==> config.mk <==
export PLATFORM = sky130hd
export DESIGN_NAME = peak_detect_top
export DESIGN_NICKNAME = d
export VERILOG_FILES = /design/src/source/peak_cfg_pkg.sv /design/src/source/peak_types_pkg.sv /design/src/source/sample_ingress.sv /design/src/source/boxcar_average.sv /design/src/source/peak_trigger.sv /design/src/source/burst_capture.sv /design/src/source/peak_detect_top.sv
export SDC_FILE = /design/constraint.sdc
export NUM_CORES = 2
export LEC_CHECK = 0
export ABC_AREA = 1
export BUFFER_PORTS_ARGS = -buffer_cell sky130_fd_sc_hd__buf_4
export CORE_ASPECT_RATIO = 1.25
export CORE_MARGIN = 3
export CORE_UTILIZATION = 58
export CTS_CLUSTER_DIAMETER = 80
export CTS_CLUSTER_SIZE = 20
export DETAILED_ROUTE_END_ITERATION = 7
export PLACE_DENSITY = 0.75
export SYNTH_ARGS = -nofsm -noshare
export SYNTH_HDL_FRONTEND = slang
export SYNTH_SLANG_ARGS = --single-unit
export TNS_END_PERCENT = 20
==> constraint.sdc <==
create_clock -name clk -period 101.8 [get_ports clk]
set_clock_uncertainty 0.1 [all_clocks]
set_input_delay 20.36 -clock clk [delete_from_list [all_inputs] [get_ports clk]]
set_output_delay 20.36 -clock clk [all_outputs]
set_load 0.01 [all_outputs]
==> src/source/peak_cfg_pkg.sv <==
// fixed build-time constants; window, burst and threshold multiplier must stay powers of two
`default_nettype none

//////////////////////////////////////////////////////////////////////
// design constants
//////////////////////////////////////////////////////////////////////

package peak_cfg_pkg;

  // antenna channels per frame
  localparam int NUM_CHANNELS = 4;
  // signed sample width per channel
  localparam int SAMPLE_WIDTH = 16;

  // boxcar window as log2 and as length
  localparam int AVG_POWER  = 4;
  localparam int AVG_LENGTH = 1 << AVG_POWER;
  // magnitude under test sits mid-window
  localparam int CENTER_DELAY = AVG_LENGTH / 2;

  // threshold multiplier is 1 << THRESH_SHIFT
  localparam int THRESH_SHIFT = 3;

  // raw frames per captured burst
  localparam int BURST_LENGTH = 16;
  // one extra bit so the counter can hold BURST_LENGTH itself
  localparam int COUNT_WIDTH = $clog2(BURST_LENGTH) + 1;

endpackage

`default_nettype wire

==> src/source/peak_types_pkg.sv <==
// vector and frame types sized from peak_cfg_pkg; channel 0 sits in the low bits of a frame
`default_nettype none

//////////////////////////////////////////////////////////////////////
// shared types
//////////////////////////////////////////////////////////////////////

package peak_types_pkg;

  import peak_cfg_pkg::*;

  // one signed channel sample
  typedef logic signed [SAMPLE_WIDTH-1:0] sample_t;

  // magnitude, saturated to the largest positive sample
  typedef logic [SAMPLE_WIDTH-1:0] mag_t;

  // running window sum, room for AVG_LENGTH magnitudes
  typedef logic [SAMPLE_WIDTH+AVG_POWER-1:0] sum_t;

  // (avg + 1) << THRESH_SHIFT without overflow
  typedef logic [SAMPLE_WIDTH+THRESH_SHIFT-1:0] thresh_t;

  // burst, fill and drain counts
  typedef logic [COUNT_WIDTH-1:0] count_t;

  // raw frame, all channels sampled together
  typedef struct packed {
    sample_t [NUM_CHANNELS-1:0] ch;
  } frame_t;

  // per-channel magnitudes or averages
  typedef struct packed {
    mag_t [NUM_CHANNELS-1:0] ch;
  } mag_frame_t;

  // capture side: history filling or burst draining
  typedef enum logic {
    FILL  = 1'b0,
    DRAIN = 1'b1
  } capture_state_t;

endpackage

`default_nettype wire

==> src/source/sample_ingress.sv <==
// keeps one accepted frame until it steps into the pipeline; in_ready is low while capture holds
`timescale 1ns/1ns
`default_nettype none

module sample_ingress
  import peak_cfg_pkg::*;
  import peak_types_pkg::*;
(
  input  wire         clk,
  input  wire         rst_n,
  input  wire         in_valid,
  input  wire frame_t in_frame,
  input  wire         hold,
  output logic        in_ready,
  output logic        step,
  output frame_t      raw,
  output mag_frame_t  mag
);

  logic accept;
  logic pend_q;

  //////////////////////////////////////////////////////////////////////
  // handshake and step
  //////////////////////////////////////////////////////////////////////

  assign in_ready = ~hold;
  assign accept   = in_valid & in_ready;

  // a frame taken just before hold rises waits here until the drain ends
  assign step = pend_q & ~hold;

  always_ff @(posedge clk or negedge rst_n) begin
    if (!rst_n) begin
      pend_q <= 1'b0;
    end else if (accept) begin
      pend_q <= 1'b1;
    end else if (step) begin
      pend_q <= 1'b0;
    end
  end

  //////////////////////////////////////////////////////////////////////
  // raw and magnitude registers
  //////////////////////////////////////////////////////////////////////

  always_ff @(posedge clk) begin
    if (accept) begin
      raw <= in_frame;
      for (int i = 0; i < NUM_CHANNELS; i++) begin
        // most negative code has no positive twin
        if (in_frame.ch[i] == {1'b1, {(SAMPLE_WIDTH-1){1'b0}}}) begin
          mag.ch[i] <= {1'b0, {(SAMPLE_WIDTH-1){1'b1}}};
        end else if (in_frame.ch[i][SAMPLE_WIDTH-1]) begin
          mag.ch[i] <= mag_t'(-in_frame.ch[i]);
        end else begin
          mag.ch[i] <= mag_t'(in_frame.ch[i]);
        end
      end
    end
  end

  // source keeps its frame while stalled
  assert property (@(posedge clk) disable iff (!rst_n)
    in_valid && !in_ready |=> !in_valid || $stable(in_frame));

endmodule

`default_nettype wire

==> src/source/boxcar_average.sv <==
// window sums start from zero history so early averages are low; avg covers frames k-15..k
`timescale 1ns/1ns
`default_nettype none

module boxcar_average
  import peak_cfg_pkg::*;
  import peak_types_pkg::*;
(
  input  wire             clk,
  input  wire             rst_n,
  input  wire             step,
  input  wire frame_t     raw_in,
  input  wire mag_frame_t mag_in,
  output frame_t          raw_out,
  output mag_frame_t      mag_out,
  output mag_frame_t      avg
);

  // hist_q[0] newest, last entry leaves the window next
  mag_frame_t hist_q [AVG_LENGTH];
  sum_t       sum_q [NUM_CHANNELS];
  sum_t       sum_next [NUM_CHANNELS];

  //////////////////////////////////////////////////////////////////////
  // running sums
  //////////////////////////////////////////////////////////////////////

  always_comb begin
    for (int i = 0; i < NUM_CHANNELS; i++) begin
      // add newcomer, drop the oldest
      sum_next[i] = sum_q[i] + sum_t'(mag_in.ch[i]) - sum_t'(hist_q[AVG_LENGTH-1].ch[i]);
    end
  end

  always_ff @(posedge clk or negedge rst_n) begin
    if (!rst_n) begin
      for (int i = 0; i < NUM_CHANNELS; i++) begin
        sum_q[i] <= '0;
      end
      for (int j = 0; j < AVG_LENGTH; j++) begin
        hist_q[j] <= '0;
      end
      mag_out <= '0;
      avg     <= '0;
    end else if (step) begin
      for (int i = 0; i < NUM_CHANNELS; i++) begin
        sum_q[i] <= sum_next[i];
        // floor divide by window length
        avg.ch[i] <= mag_t'(sum_next[i] >> AVG_POWER);
      end
      hist_q[0] <= mag_in;
      for (int j = 1; j < AVG_LENGTH; j++) begin
        hist_q[j] <= hist_q[j-1];
      end
      mag_out <= mag_in;
    end
  end

  // raw frame only rides along
  always_ff @(posedge clk) begin
    if (step) begin
      raw_out <= raw_in;
    end
  end

  // sum always holds the oldest entry, so removing it cannot wrap
  for (genvar c = 0; c < NUM_CHANNELS; c++) begin : g_sum_check
    assert property (@(posedge clk) disable iff (!rst_n)
      sum_q[c] >= sum_t'(hist_q[AVG_LENGTH-1].ch[c]));
  end

endmodule

`default_nettype wire

==> src/source/peak_trigger.sv <==
// one burst per rising peak edge; re-arms after BURST_LENGTH frames since reset or the last drain
`timescale 1ns/1ns
`default_nettype none

module peak_trigger
  import peak_cfg_pkg::*;
  import peak_types_pkg::*;
(
  input  wire             clk,
  input  wire             rst_n,
  input  wire             step,
  input  wire frame_t     raw_in,
  input  wire mag_frame_t mag_in,
  input  wire mag_frame_t avg,
  input  wire             armed_clear,
  output frame_t          raw_out,
  output logic            burst_start
);

  // dly_q[0] newest, last entry is the window centre
  mag_frame_t              dly_q [CENTER_DELAY];
  thresh_t                 thresh [NUM_CHANNELS];
  logic [NUM_CHANNELS-1:0] peak;
  logic                    any_peak;
  logic                    prev_any_q;
  logic                    primed_q;
  count_t                  fill_cnt_q;
  count_t                  fill_cnt_next;

  //////////////////////////////////////////////////////////////////////
  // threshold compare
  //////////////////////////////////////////////////////////////////////

  always_comb begin
    for (int i = 0; i < NUM_CHANNELS; i++) begin
      thresh[i] = (thresh_t'(avg.ch[i]) + thresh_t'(1)) << THRESH_SHIFT;
      // strictly above, equal does not count
      peak[i] = thresh_t'(dly_q[CENTER_DELAY-1].ch[i]) > thresh[i];
    end
  end

  assign any_peak = |peak;

  // count including the frame now entering, saturating
  assign fill_cnt_next = (fill_cnt_q == count_t'(BURST_LENGTH)) ? fill_cnt_q
                                                                : fill_cnt_q + 1'b1;

  //////////////////////////////////////////////////////////////////////
  // edge detect and arming
  //////////////////////////////////////////////////////////////////////

  always_ff @(posedge clk or negedge rst_n) begin
    if (!rst_n) begin
      primed_q    <= 1'b0;
      prev_any_q  <= 1'b0;
      fill_cnt_q  <= '0;
      burst_start <= 1'b0;
      for (int j = 0; j < CENTER_DELAY; j++) begin
        dly_q[j] <= '0;
      end
    end else begin
      // single-cycle pulse for the frame latched this step
      burst_start <= step & primed_q & any_peak & ~prev_any_q &
                     (fill_cnt_next == count_t'(BURST_LENGTH));
      if (armed_clear) begin
        fill_cnt_q <= '0;
      end else if (step && primed_q) begin
        fill_cnt_q <= fill_cnt_next;
      end
      if (step) begin
        // first step only flushes the empty previous stage
        primed_q   <= 1'b1;
        prev_any_q <= any_peak;
        dly_q[0]   <= mag_in;
        for (int j = 1; j < CENTER_DELAY; j++) begin
          dly_q[j] <= dly_q[j-1];
        end
      end
    end
  end

  always_ff @(posedge clk) begin
    if (step) begin
      raw_out <= raw_in;
    end
  end

  // no burst before enough history has gone by
  assert property (@(posedge clk) disable iff (!rst_n)
    burst_start |-> fill_cnt_q == count_t'(BURST_LENGTH));

endmodule

`default_nettype wire

==> src/source/burst_capture.sv <==
// buffer holds the last BURST_LENGTH trigger-stage frames; input is held off until out_last transfers
`timescale 1ns/1ns
`default_nettype none

module burst_capture
  import peak_cfg_pkg::*;
  import peak_types_pkg::*;
(
  input  wire         clk,
  input  wire         rst_n,
  input  wire         step,
  input  wire frame_t raw_in,
  input  wire         burst_start,
  input  wire         out_ready,
  output logic        hold,
  output logic        armed_clear,
  output logic        out_valid,
  output frame_t      out_frame,
  output logic        out_last
);

  capture_state_t state_q;
  count_t         drain_cnt_q;
  // buf_q[0] newest, last entry oldest
  frame_t         buf_q [BURST_LENGTH];
  logic           xfer;
  logic           fill_shift;

  //////////////////////////////////////////////////////////////////////
  // output stream
  //////////////////////////////////////////////////////////////////////

  assign out_valid = (state_q == DRAIN);
  // oldest first
  assign out_frame = buf_q[BURST_LENGTH-1];
  assign out_last  = out_valid && (drain_cnt_q == count_t'(BURST_LENGTH - 1));
  assign xfer      = out_valid & out_ready;

  // arming restarts as the burst closes
  assign armed_clear = xfer & out_last;

  // held off already in the trigger cycle so no frame steps mid-drain
  assign hold = out_valid | burst_start;

  // trigger frame is still in the previous stage, take it with burst_start
  assign fill_shift = (state_q == FILL) & (step | burst_start);

  //////////////////////////////////////////////////////////////////////
  // fill / drain FSM
  //////////////////////////////////////////////////////////////////////

  always_ff @(posedge clk or negedge rst_n) begin
    if (!rst_n) begin
      state_q     <= FILL;
      drain_cnt_q <= '0;
    end else begin
      case (state_q)
        FILL: begin
          if (burst_start) begin
            state_q <= DRAIN;
          end
          drain_cnt_q <= '0;
        end
        DRAIN: begin
          if (xfer) begin
            if (out_last) begin
              state_q     <= FILL;
              drain_cnt_q <= '0;
            end else begin
              drain_cnt_q <= drain_cnt_q + 1'b1;
            end
          end
        end
        default: begin
          state_q <= FILL;
        end
      endcase
    end
  end

  //////////////////////////////////////////////////////////////////////
  // history buffer
  //////////////////////////////////////////////////////////////////////

  // one shift register serves both filling and draining
  always_ff @(posedge clk) begin
    if (fill_shift || xfer) begin
      buf_q[0] <= raw_in;
      for (int j = 1; j < BURST_LENGTH; j++) begin
        buf_q[j] <= buf_q[j-1];
      end
    end
  end

  // pipeline stays frozen for the whole drain
  assert property (@(posedge clk) disable iff (!rst_n)
    state_q == DRAIN |-> !step);

  // stalled output keeps valid and data
  assert property (@(posedge clk) disable iff (!rst_n)
    out_valid && !out_ready |=> out_valid && $stable(out_frame));

endmodule

`default_nettype wire

==> src/source/peak_detect_top.sv <==
// four-channel peak detector; no input is taken while a burst drains
`timescale 1ns/1ns
`default_nettype none

module peak_detect_top
  import peak_types_pkg::*;
(
  input  wire         clk,
  input  wire         rst_n,
  input  wire         in_valid,
  output wire         in_ready,
  input  wire frame_t in_frame,
  output wire         out_valid,
  input  wire         out_ready,
  output wire frame_t out_frame,
  output wire         out_last
);

  // pipeline advance and capture feedback
  wire step;
  wire hold;
  wire armed_clear;
  wire burst_start;

  // stage outputs
  wire frame_t     ing_raw;
  wire mag_frame_t ing_mag;
  wire frame_t     box_raw;
  wire mag_frame_t box_mag;
  wire mag_frame_t box_avg;
  wire frame_t     trig_raw;

  //////////////////////////////////////////////////////////////////////
  // stage chain
  //////////////////////////////////////////////////////////////////////

  sample_ingress u_ingress (
    .clk      (clk),
    .rst_n    (rst_n),
    .in_valid (in_valid),
    .in_frame (in_frame),
    .hold     (hold),
    .in_ready (in_ready),
    .step     (step),
    .raw      (ing_raw),
    .mag      (ing_mag)
  );

  boxcar_average u_boxcar (
    .clk     (clk),
    .rst_n   (rst_n),
    .step    (step),
    .raw_in  (ing_raw),
    .mag_in  (ing_mag),
    .raw_out (box_raw),
    .mag_out (box_mag),
    .avg     (box_avg)
  );

  peak_trigger u_trigger (
    .clk         (clk),
    .rst_n       (rst_n),
    .step        (step),
    .raw_in      (box_raw),
    .mag_in      (box_mag),
    .avg         (box_avg),
    .armed_clear (armed_clear),
    .raw_out     (trig_raw),
    .burst_start (burst_start)
  );

  // hold and armed_clear run back up the chain
  burst_capture u_capture (
    .clk         (clk),
    .rst_n       (rst_n),
    .step        (step),
    .raw_in      (trig_raw),
    .burst_start (burst_start),
    .out_ready   (out_ready),
    .hold        (hold),
    .armed_clear (armed_clear),
    .out_valid   (out_valid),
    .out_frame   (out_frame),
    .out_last    (out_last)
  );

endmodule

`default_nettype wire

==> results.cfg <==
[yosys]
synthFlopType = edfxtp_1
synth-seq-cells = 2399
synth_top_area_share = 0.4227
yosysUniqueCellTypes = 45
synthTopCellsByArea = edfxtp_1, dfrtp_1, nand2_1, inv_1, o21ai_0
async_flop_share = 0.4664
yosysSeqAreaShare = 0.7306
synth_most_common_cell = nand2_1
yosysTopAreaCell = edfxtp_1
synthTopCellsByCount = nand2_1, edfxtp_1, dfrtp_1
synth_area_um2 = 90930
synth_edf_count = 1280
synth_warnings = 0
synthCells = 7651
synth_nets = 7934
synth.avg_cell_area_um2 = 11.89

[route]
vias = 50530
drtAntennaViolNets = 0
first_iter_violations = 5182
post_drt_wl_per_cell_um = 16.29
wirelength_um = 158700
viasPerCell = 5.186
dr.pass1.iters = 6
drc = 0

[clocking]
insertion_delay_ns = 0.81
clock-sinks = 2399
cts_tree = yes
post_cts_resized = 0
postCtsSetupBuffers = 0
htree_levels = 4
cts_hold_buf = 0
clk_pin_slew_ns = 0.08
numCtsBuffers = 139
clock_path_buffers = 3
cts-root-buf = clkbuf_16

[floorplanning]
start_util = 0.5870
die_width_um = 360.2
fp.dieH_um = 448.7
ios = 135
num_rows = 161
fp.dieArea_um2 = 161600
core_area_um2 = 154900

[sta]
fmax_mhz = 39.20
relSlewSlack = 0.2428
hold_viol_final = 0
slew_viol_final = 0
timing.final.crit_share = 0.2506
final.min_clock_period_ns = 25.51
worst_pin_slew_ns = 1.136
finalSetupTns_ns = 0
rsz0062_at_grt = no
finalSetupViolCount = 0

[place]
place_congestion = 0.8647
dpl.hpwl_um = 98910
place_inst = 9547
io_buffers = 134

[global_route]
grtUsageMet2 = 0.3166
track_usage = 0.2005
top_usage_layer = met2
antenna_found_initial = 6
use_met3 = 0.02393
grt_use_met1 = 0.2994
grt_overflow = 0
grt_start_max_net_pins = 248
first_global_vias = 49460
grt_pass1_wl_um = 261700

[critical_path]
critical_path_arrival_ns = 25.85
rr_startpoint = u_capture.out_valid$_DFF_PN0_
critPathLaunchType = primary input
crit_type = in2reg
cp-end-kind = flip-flop
critPathRequiredTime_ns = 102.14
reg2reg_slack_ns = 95.24
r2r_cells = 11
crit_path_max_fanout = 99
setup.worst_path.start = out_ready

[finish]
num-nets-final = 7934
drive_above_1_share = 0.05010
final_cell_count_no_fill = 9743
post-route-util = 0.6280
seq_area_um2 = 66440
multiInputGateArea_um2 = 20760
filler_cell_count = 11620
syn2layout_area_growth_pct = 6.987

[hold_path]
hp-class = reg2reg
hold_depth = 0
hold_path.startpoint = u_trigger.raw_out[57]$_DFFE_PP_

[pwr]
power_density_nw_per_um2 = 32.91
leakagePower_nw = 43.82
ir_drop_v = 0.00002153

[outcome]
status = completed

[flow_run]
drv_cap = 0
-- flip-flops by register name (all words and copies together) (netlist names) --
register,count
u_boxcar.mag_out,64
u_boxcar.sum_q,80
u_ingress.raw,64
u_trigger.fill_cnt_q,5
u_capture.drain_cnt_q,5
u_trigger.prev_any_q,1
u_ingress.pend_q,1
u_capture.out_valid,1
u_trigger.dly_q,512
u_boxcar.raw_out,64
u_boxcar.hist_q,448
u_capture.buf_q,1024
u_trigger.raw_out,64
u_trigger.primed_q,1
u_ingress.mag,64
u_trigger.burst_start,1
-- worst max-delay path, cell delays in order --
cell and delay (ns):
buf_4 0.11, nor2_1 0.10, a21oi_4 0.64, buf_4 0.81
buf_4 0.82, buf_4 0.93, buf_4 0.86, buf_4 0.98
-- worst paths after layout --
| path | end |
|---|---|
| hold / removal | u_capture.buf_q[0][57]$_DFFE_PP_ |
| min in group asynchronous | u_trigger.dly_q[371]$_DFFE_PN0P_ |
| max in group asynchronous | u_trigger.dly_q[471]$_DFFE_PN0P_ |
| hold reg to reg | u_capture.buf_q[0][57]$_DFFE_PP_ |
| setup / recovery | u_capture.buf_q[2][48]$_DFFE_PP_ |
| setup reg to reg | u_trigger.dly_q[502]$_DFFE_PN0P_ |
-- where the power goes --
group          leakage (nW)  switching (mW)  internal [mW]  total, mW
registers              27.2           0.179           1.49       1.67
logic                  14.7           0.651          0.314      0.965
clock network          1.94           0.307          0.259      0.566
-- layout make-up --
cell class / count / share of cell area
Antenna cell: 2 / 0.00005144
Sequential cell: 2399 / 0.6829
Clock inverter: 21 / 0.004527
Clock buffer: 173 / 0.03706
Inverter: 554 / 0.02150
Tap cell: 2037 / 0.02620
Multi-Input combinational cell: 4380 / 0.2134
Timing Repair Buffer: 177 / 0.01438
-- cell families (layout without fill, tap and decap cells) --
group | after synthesis | after routing | share of synthesized area
AND/OR/NAND/NOR | 3455 | 3455 | 0.1489
flip-flops | 2399 | 2399 | 0.7306
buffers and inverters | 872 | 925 | 0.04122
AO/OA/AOI/OAI | 620 | 620 | 0.03576
adder cells (fa/ha/maj) | 215 | 215 | 0.03487
XOR/XNOR | 90 | 90 | 0.008668
other | 0 | 2 | 0
-- per-stage QoR --
stage	setup WS [ns]	instance area, µm²	power [mW]	hold slack (ns)
5_1_grt	75.70	97290	3.454	0.2870
4_1_cts	76.31	97280	3.234	0.2893
2_1_floorplan	29.40	90930	2.648	0.3003
3_5_place_dp	75.39	93240	2.651	0.3045
3_3_place_gp	75.51	93240	2.613	0.3001
6_report	76.29	97290	3.202	0.2939
-- per-layer routing --
layer  vias up  part of all wire
met4         2             0.023
met1     24810              0.47
li1      24710                 -
met5         -          0.000082
met2       815              0.48
met3       193             0.036
-- cells in the final DEF, fill, tap and decap left out, types with 11 or more instances in the layout --
cell,instances
buf_4,171
inv_1,550
nor2_1,198
nand3b_1,11
ha_1,151
nand2_1,2986
o21ai_1,28
or2_2,19
o22ai_1,26
clkbuf_16,139
edfxtp_1,1280
nand4_1,40
nand3_1,119
clkbuf_1,34
xnor2_1,21
fa_1,64
nor3_1,48
dfrtp_1,1119
xor2_1,69
a21oi_1,113
o21ai_0,407
Power figures use the tool's default switching activity.
